File: config.mk
export PLATFORM = sky130hd
export DESIGN_NAME = mac_engine
export DESIGN_NICKNAME = d
export VERILOG_FILES = /design/src/logic/mac_pkg.sv /design/src/logic/accumulator.sv /design/src/logic/delay_line.sv /design/src/logic/mac_engine.sv /design/src/logic/mul_stage.sv
export VERILOG_INCLUDE_DIRS = /design/src /design/src/include
export SDC_FILE = /design/constraint.sdc
export NUM_CORES = 1
export LEC_CHECK = 0
export ABC_AREA = 1
export BUFFER_PORTS_ARGS = -buffer_cell sky130_fd_sc_hd__clkbuf_2
export CAP_MARGIN = 20
export CORE_MARGIN = 1
export CORE_UTILIZATION = 57
export DETAILED_ROUTE_END_ITERATION = 7
export PLACE_DENSITY = 0.88
export SYNTH_ARGS = -nofsm -noshare
export SYNTH_HDL_FRONTEND = slang
export SYNTH_SLANG_ARGS = --single-unit
File: constraint.sdc
create_clock -name clk -period 5.2 [get_ports clk]
set_input_delay 0.52 -clock clk [delete_from_list [all_inputs] [get_ports clk]]
set_output_delay 0.52 -clock clk [all_outputs]
set_load 0.005 [all_outputs]
File: src/include/mac_params.svh
`ifndef MAC_PARAMS_SVH
`define MAC_PARAMS_SVH

// ********************************************************************
// word widths
// ********************************************************************

// pixel and weight are signed bytes
`define MAC_WIDTH_IN    8
// partial sums and the accumulator wrap at this width
`define MAC_WIDTH_OUT   24

// ********************************************************************
// pipeline latencies, counted in enabled cycles
// ********************************************************************

// accepted beat to product
`define MAC_LATENCY_MUL 2
// product to updated accumulator
`define MAC_LATENCY_ACC 2

// number of nonzero terms reported with a sum
`define MAC_TERM_WIDTH  8

`endif

File: src/logic/mac_pkg.sv
`default_nettype none

`include "mac_params.svh"

package mac_pkg;

  // accumulator operation carried with every beat
  typedef enum logic [1:0] {
    OP_LOAD = 2'd0,
    OP_MAC  = 2'd1,
    OP_PSUM = 2'd2
  } mac_op_t;

  // idle after reset or after a result, running inside a segment
  typedef enum logic {
    ACC_IDLE = 1'b0,
    ACC_RUN  = 1'b1
  } acc_state_t;

  typedef struct packed {
    logic signed [`MAC_WIDTH_IN-1:0]  pixel;
    logic signed [`MAC_WIDTH_IN-1:0]  weight;
    logic signed [`MAC_WIDTH_OUT-1:0] psum;
    mac_op_t                          op;
    logic                             last;
  } mac_beat_t;

  // product is only meaningful when nonzero is set
  typedef struct packed {
    logic signed [2*`MAC_WIDTH_IN-1:0] product;
    logic                              nonzero;
    logic signed [`MAC_WIDTH_OUT-1:0]  psum;
    mac_op_t                           op;
    logic                              last;
  } prod_beat_t;

  typedef struct packed {
    logic signed [`MAC_WIDTH_OUT-1:0] sum;
    logic [`MAC_TERM_WIDTH-1:0]       terms;
  } mac_result_t;

endpackage

`default_nettype wire

File: src/logic/accumulator.sv
`default_nettype none

`include "mac_params.svh"

module accumulator
  import mac_pkg::*;
(
  input  logic        clk,
  input  logic        rst_n,
  input  logic        en,
  input  prod_beat_t  prod,
  input  logic        prod_valid,
  output mac_result_t result,
  output logic        result_valid
);

  localparam int W_IN   = `MAC_WIDTH_IN;
  localparam int W_OUT  = `MAC_WIDTH_OUT;
  localparam int TERM_W = `MAC_TERM_WIDTH;
  localparam int OP_W   = $bits(mac_op_t);
  localparam int PRE_W  = W_OUT + OP_W + 2;

  logic signed [W_OUT-1:0]  addend;
  logic [PRE_W-1:0]         pre_in;
  logic [PRE_W-1:0]         pre_out;
  logic signed [W_OUT-1:0]  addend_d;
  mac_op_t                  op_d;
  logic                     nonzero_d;
  logic                     last_d;
  logic                     valid_d;
  logic signed [W_OUT-1:0]  acc_q;
  logic signed [W_OUT-1:0]  feedback;
  logic signed [W_OUT-1:0]  acc_next;
  logic [TERM_W-1:0]        terms_q;
  logic [TERM_W-1:0]        terms_next;
  logic                     step;
  logic                     result_valid_q;

  // ********************************************************************
  // addend select and pre-add stage
  // ********************************************************************

  // a skipped product counts as zero whatever the multiplier shows
  always_comb begin
    case (prod.op)
      OP_PSUM: addend = prod.psum;
      default: begin
        if (prod.nonzero) begin
          addend = {{(W_OUT - 2*W_IN){prod.product[2*W_IN-1]}}, prod.product};
        end else begin
          addend = '0;
        end
      end
    endcase
  end

  assign pre_in = {addend, prod.op, prod.nonzero, prod.last};

  delay_line #(
    .DEPTH (`MAC_LATENCY_ACC - 1),
    .WIDTH (PRE_W)
  ) u_pre_dly (
    .clk   (clk),
    .rst_n (rst_n),
    .en    (en),
    .d     (pre_in),
    .q     (pre_out)
  );

  delay_line #(
    .DEPTH (`MAC_LATENCY_ACC - 1),
    .WIDTH (1)
  ) u_valid_dly (
    .clk   (clk),
    .rst_n (rst_n),
    .en    (en),
    .d     (prod_valid),
    .q     (valid_d)
  );

  always_comb begin
    addend_d  = pre_out[PRE_W-1 -: W_OUT];
    op_d      = mac_op_t'(pre_out[OP_W+1:2]);
    nonzero_d = pre_out[1];
    last_d    = pre_out[0];
  end

  // ********************************************************************
  // accumulate and count terms
  // ********************************************************************

  assign step = en && valid_d;

  // a load starts a new sum, so the old value is not fed back
  assign feedback = (op_d == OP_LOAD) ? '0 : acc_q;
  assign acc_next = feedback + addend_d;

  always_comb begin
    case (op_d)
      OP_LOAD: terms_next = TERM_W'(nonzero_d);
      OP_MAC:  terms_next = terms_q + TERM_W'(nonzero_d);
      default: terms_next = terms_q;
    endcase
  end

  always_ff @(posedge clk) begin
    if (!rst_n) begin
      acc_q          <= '0;
      terms_q        <= '0;
      result_valid_q <= 1'b0;
    end else if (en) begin
      result_valid_q <= valid_d && last_d;
      if (valid_d) begin
        acc_q   <= acc_next;
        terms_q <= terms_next;
      end
    end
  end

  // ********************************************************************
  // result
  // ********************************************************************

  always_ff @(posedge clk) begin
    if (step && last_d) begin
      result.sum   <= acc_next;
      result.terms <= terms_next;
    end
  end

  // the strobe holds through a stall and only shows while enabled
  assign result_valid = result_valid_q && en;

endmodule

`default_nettype wire

File: src/logic/delay_line.sv
`default_nettype none

module delay_line #(
  parameter int DEPTH = 2,
  parameter int WIDTH = 8
) (
  input  logic             clk,
  input  logic             rst_n,
  input  logic             en,
  input  logic [WIDTH-1:0] d,
  output logic [WIDTH-1:0] q
);

  // ********************************************************************
  // register chain
  // ********************************************************************

  // stage 0 takes the input, the last stage drives q
  logic [WIDTH-1:0] stage [DEPTH];

  always_ff @(posedge clk) begin
    if (!rst_n) begin
      for (int i = 0; i < DEPTH; i++) begin
        stage[i] <= '0;
      end
    end else if (en) begin
      stage[0] <= d;
      // with a single stage this loop has no iterations
      for (int i = 1; i < DEPTH; i++) begin
        stage[i] <= stage[i-1];
      end
    end
  end

  assign q = stage[DEPTH-1];

endmodule

`default_nettype wire

File: src/logic/mac_engine.sv
`default_nettype none

module mac_engine
  import mac_pkg::*;
(
  input  logic        clk,
  input  logic        rst_n,
  input  logic        en,
  input  mac_beat_t   in_beat,
  input  logic        in_valid,
  output mac_result_t result,
  output logic        result_valid
);

  // ********************************************************************
  // product path between the two stages
  // ********************************************************************

  prod_beat_t prod;
  logic       prod_valid;

  // multiply with zero skipping, control fields ride along
  mul_stage u_mul_stage (
    .clk        (clk),
    .rst_n      (rst_n),
    .en         (en),
    .in_beat    (in_beat),
    .in_valid   (in_valid),
    .prod       (prod),
    .prod_valid (prod_valid)
  );

  // addend select, running sum and result strobe
  accumulator u_accumulator (
    .clk          (clk),
    .rst_n        (rst_n),
    .en           (en),
    .prod         (prod),
    .prod_valid   (prod_valid),
    .result       (result),
    .result_valid (result_valid)
  );

endmodule

`default_nettype wire

File: src/logic/mul_stage.sv
`default_nettype none

`include "mac_params.svh"

module mul_stage
  import mac_pkg::*;
(
  input  logic       clk,
  input  logic       rst_n,
  input  logic       en,
  input  mac_beat_t  in_beat,
  input  logic       in_valid,
  output prod_beat_t prod,
  output logic       prod_valid
);

  localparam int W_IN   = `MAC_WIDTH_IN;
  localparam int W_OUT  = `MAC_WIDTH_OUT;
  localparam int OPND_W = 2 * W_IN;
  localparam int OP_W   = $bits(mac_op_t);
  localparam int CTRL_W = 1 + W_OUT + OP_W + 1;

  logic                    operands_nonzero;
  logic                    capture_en;
  logic signed [W_IN-1:0]  pixel_q;
  logic signed [W_IN-1:0]  weight_q;
  logic signed [W_IN-1:0]  pixel_d;
  logic signed [W_IN-1:0]  weight_d;
  logic [CTRL_W-1:0]       ctrl_in;
  logic [CTRL_W-1:0]       ctrl_out;

  // ********************************************************************
  // zero skip and operand capture
  // ********************************************************************

  assign operands_nonzero = (|in_beat.pixel) && (|in_beat.weight);

  // a zero operand leaves the capture registers untouched, so the
  // multiplier inputs do not toggle for that beat
  assign capture_en = en && in_valid && operands_nonzero;

  always_ff @(posedge clk) begin
    if (capture_en) begin
      pixel_q  <= in_beat.pixel;
      weight_q <= in_beat.weight;
    end
  end

  // remaining operand stages shift on every enabled cycle to stay in
  // step with the control pipeline
  delay_line #(
    .DEPTH (`MAC_LATENCY_MUL - 1),
    .WIDTH (OPND_W)
  ) u_opnd_dly (
    .clk   (clk),
    .rst_n (rst_n),
    .en    (en),
    .d     ({pixel_q, weight_q}),
    .q     ({pixel_d, weight_d})
  );

  // ********************************************************************
  // control and valid pipelines
  // ********************************************************************

  assign ctrl_in = {operands_nonzero, in_beat.psum, in_beat.op, in_beat.last};

  delay_line #(
    .DEPTH (`MAC_LATENCY_MUL),
    .WIDTH (CTRL_W)
  ) u_ctrl_dly (
    .clk   (clk),
    .rst_n (rst_n),
    .en    (en),
    .d     (ctrl_in),
    .q     (ctrl_out)
  );

  delay_line #(
    .DEPTH (`MAC_LATENCY_MUL),
    .WIDTH (1)
  ) u_valid_dly (
    .clk   (clk),
    .rst_n (rst_n),
    .en    (en),
    .d     (in_valid),
    .q     (prod_valid)
  );

  // ********************************************************************
  // signed product
  // ********************************************************************

  always_comb begin
    prod.product = pixel_d * weight_d;
    prod.nonzero = ctrl_out[CTRL_W-1];
    prod.psum    = ctrl_out[CTRL_W-2 -: W_OUT];
    prod.op      = mac_op_t'(ctrl_out[OP_W:1]);
    prod.last    = ctrl_out[0];
  end

endmodule

`default_nettype wire

==> impl_metrics.sql <==
INSERT INTO impl_metrics (metric_group, metric, value, unit) VALUES
('status', 'result_of_the_run', 'finished clean', ''),
('detailed_routing', 'average_wire_length_per_cell_after_detail_routing', '14.1', 'µm'),
('sta', 'slew_violations', '0', ''),
('critical_path', 'data_required_critical_path', '5.44', 'ns'),
('synthesis', 'synth.yosys.warnings', '0', ''),
('clock_tree', 'cts.htree.levels', '4', ''),
('clock_tree', 'clk_transition_reported_paths', '0.08', 'ns'),
('sta', 'max_freq', '202', 'MHz'),
('global_route', 'antenna_found_initial', '0', ''),
('critical_path', 'critical_path.max_stage_delay', '0.62', 'ns'),
('synthesis', 'synth_top_cell_area_share', '0.386', ''),
('sta', 'timing.setup.tns', '0', 'ns'),
('clock_tree', 'cts_tree', 'done', ''),
('critical_path', 'timing.critical_path.max_delay_family', 'adder cells', ''),
('clock_tree', 'holdBufCountCts', '0', ''),
('detailed_routing', 'dr_total_vias', '9061', ''),
('placement', 'pre_cts_ws', '0.380', 'ns'),
('hold_path', 'hold_path_startpoint', 'in_beat[41]', ''),
('critical_path', 'worst_setup_path_start_kind', 'flip-flop', ''),
('synthesis', 'synth_ff_type', 'edfxtp_1', ''),
('sta', 'post-route-min-period', '4.94', 'ns'),
('sta', 'timing_hold_violations_final', '0', ''),
('die', 'floorplan.die.width', '145', 'µm'),
('clock_tree', 'cts_setup_buffers', '0', ''),
('critical_path', 'critPathArrivalTime', '5.18', 'ns'),
('critical_path', 'reg2reg_from', 'u_mul_stage.u_opnd_dly.stage[0][2]', ''),
('sta', 'finalCritPeriodShare', '0.950', ''),
('critical_path', 'criticalPathCategory', 'reg -> reg', ''),
('synthesis', 'synth_area_leader_cell', 'edfxtp_1', ''),
('global_route', 'first_global_vias', '9156', ''),
('sta', 'skew', '0.0167', 'ns'),
('global_route', 'grt_first_pass_wirelength', '42100', 'µm'),
('global_route', 'pin_count_of_the_biggest_net_entering_global_routing', '104', ''),
('synthesis', 'synth_compound_area_frac', '0.0520', ''),
('synthesis', 'synth-simple-area-share', '0.207', ''),
('synthesis', 'yosysSeqAreaShare', '0.443', ''),
('placement', 'numPortBuffers', '79', ''),
('synthesis', 'synth_async_sr_flop_share', '0', ''),
('synthesis', 'synthesis.area_per_instance', '8.13', 'µm²'),
('synthesis', 'synth_top_family_by_area', 'simple AND/OR/NAND/NOR gates', ''),
('global_route', 'grt_util_all_layers', '0.253', ''),
('placement', 'post-place-cells', '1757', ''),
('detailed_routing', 'detail_route.drc_violations', '0', ''),
('critical_path', 'crit_path_max_fanout', '9', ''),
('die', 'initial_utilization', '0.580', ''),
('detailed_routing', 'postRouteAntennaNets', '0', ''),
('sta', 'normalized_max_slew_margin', '0.321', ''),
('critical_path', 'critical-path-slowest-cell', 'fa_1', ''),
('critical_path', 'critPathMostFrequentCell', 'inv_1', ''),
('power_and_ir_drop', 'power_density', '279', 'mW/mm²'),
('placement', 'gp_routability_congestion', '0.936', ''),
('layout', 'design.final.nets', '1664', ''),
('synthesis', 'syn-cell-area', '0.0117', 'mm²'),
('clock_tree', 'cts_inserted_buffers', '17', ''),
('hold_path', 'worstHoldPathType', 'in -> reg', ''),
('layout', 'postLayoutCellArea', '0.0130', 'mm²'),
('synthesis', 'yosys.area_share.xor_xnor', '0.00747', ''),
('critical_path', 'worst_path_cell_chain', 'nand2_1 > inv_1 > fa_1 > inv_1 > fa_1 > inv_1 > fa_1 > inv_1 > fa_1 > inv_1 > ha_1 > nand2_1 > nor2_1 > nand3_1 > nand3_1 > inv_1 > nand2_1 > nand3_4 > a21oi_1', ''),
('detailed_routing', 'wl', '25200', 'µm'),
('synthesis', 'yosys.cell_types.count', '38', ''),
('layout', 'final.fill_count', '1676', ''),
('power_and_ir_drop', 'leakagePower', '6.84', 'nW'),
('synthesis', 'syn-num-nets', '1600', ''),
('clock_tree', 'cts.path.max_buffers', '2', ''),
('synthesis', 'postSynthCellCount', '1443', ''),
('synthesis', 'number_of_enable_flip_flop_cells_after_synthesis', '151', ''),
('clock_tree', 'insertion_delay', '0.44', 'ns'),
('die', 'floorplan.core_area', '0.0202', 'mm²'),
('sta', 'max_slew.worst_pin.slew', '1.02', 'ns'),
('detailed_routing', 'dr.pass1.iters', '5', ''),
('layout', 'post_layout_nonfiller_instances', '1790', '');
## registers in the layout, summed over array words and instances, names as in the netlist
signal / cells
u_mul_stage.weight_q: 8
u_accumulator.result: 32
u_mul_stage.u_valid_dly.stage: 2
u_mul_stage.pixel_q: 8
u_accumulator.terms_q: 8
u_accumulator.u_pre_dly.stage: 28
u_mul_stage.u_opnd_dly.stage: 16
u_accumulator.u_valid_dly.stage: 1
u_accumulator.result_valid_q: 1
u_mul_stage.u_ctrl_dly.stage: 56
u_accumulator.acc_q: 24
## layer usage
metal | GRT usage | share of wire | up-vias
li1 | - | - | 4493
met1 | 0.296 | 0.41 | 4213
met2 | 0.456 | 0.51 | 285
met3 | 0.0376 | 0.045 | 70
met4 | 0.124 | 0.038 | 0
met5 | 0 | 0 | -
## where the power goes
| group | switching (W) | internal (W) |
|---|---|---|
| Sequential | 0.0000469 | 0.00168 |
| Clock | 0.000637 | 0.000648 |
| Combinational | 0.000395 | 0.000204 |
## worst reg2reg max path: cells and delay by family, from the launching register on
kind	cells	cell delay (ns)
fa+ha+maj	5	2.61
simple gates	7	0.89
flops	1	0.52
buf+inv	6	0.49
compound gates	1	0.22
## per-stage QoR
step           total power (W)   util
2_1_floorplan          0.00218      -
3_3_place_gp           0.00232  0.611
3_5_place_dp           0.00235  0.611
4_1_cts                0.00363  0.640
5_1_grt                0.00378  0.641
6_report               0.00361  0.641
## final cells by class
cell class                      count  area, µm²  area share
Clock buffer                       17        425      0.0328
Inverter                          386       1450       0.112
Clock inverter                     15        176      0.0136
Tap cell                          270        338      0.0260
Multi-Input combinational cell    833       4940       0.381
Sequential cell                   184       5190       0.401
Timing Repair Buffer               85        444      0.0342
## placed cells by master, fill, tap and decap left out, types with 3 or more instances in the layout
master / n
inv_1: 383
nand2_1: 341
nor2_1: 162
edfxtp_1: 151
a21oi_1: 79
clkbuf_2: 79
fa_1: 56
ha_1: 54
nand3_1: 49
dfxtp_1: 33
o21ai_0: 26
clkbuf_16: 17
nand4_1: 11
xor2_1: 8
clkinv_8: 6
nand2_2: 5
buf_4: 5
nor2_2: 4
nand3b_1: 4
nor4_1: 4
inv_6: 4
or2_1: 3
o21ai_1: 3
## cell families after synthesis
group,Yosys count
AOI/OAI and AO/OA,117
xor gates and xnor gates,10
DFF,184
adders and majority gates,110
and+or+nand+nor,596
buffers and inverters,426
## final timing paths
kind / to / slack, ns / cells past startpoint
setup / recovery: u_accumulator.u_pre_dly.stage[0][25] / 0.26 / 19
setup reg to reg: u_accumulator.u_pre_dly.stage[0][25] / 0.26 / 19
hold reg to reg: u_accumulator.acc_q[2] / 0.47 / 2
hold / removal: u_mul_stage.pixel_q[6] / 0.27 / 1
Note: power is estimated with default switching activity, not from simulation.
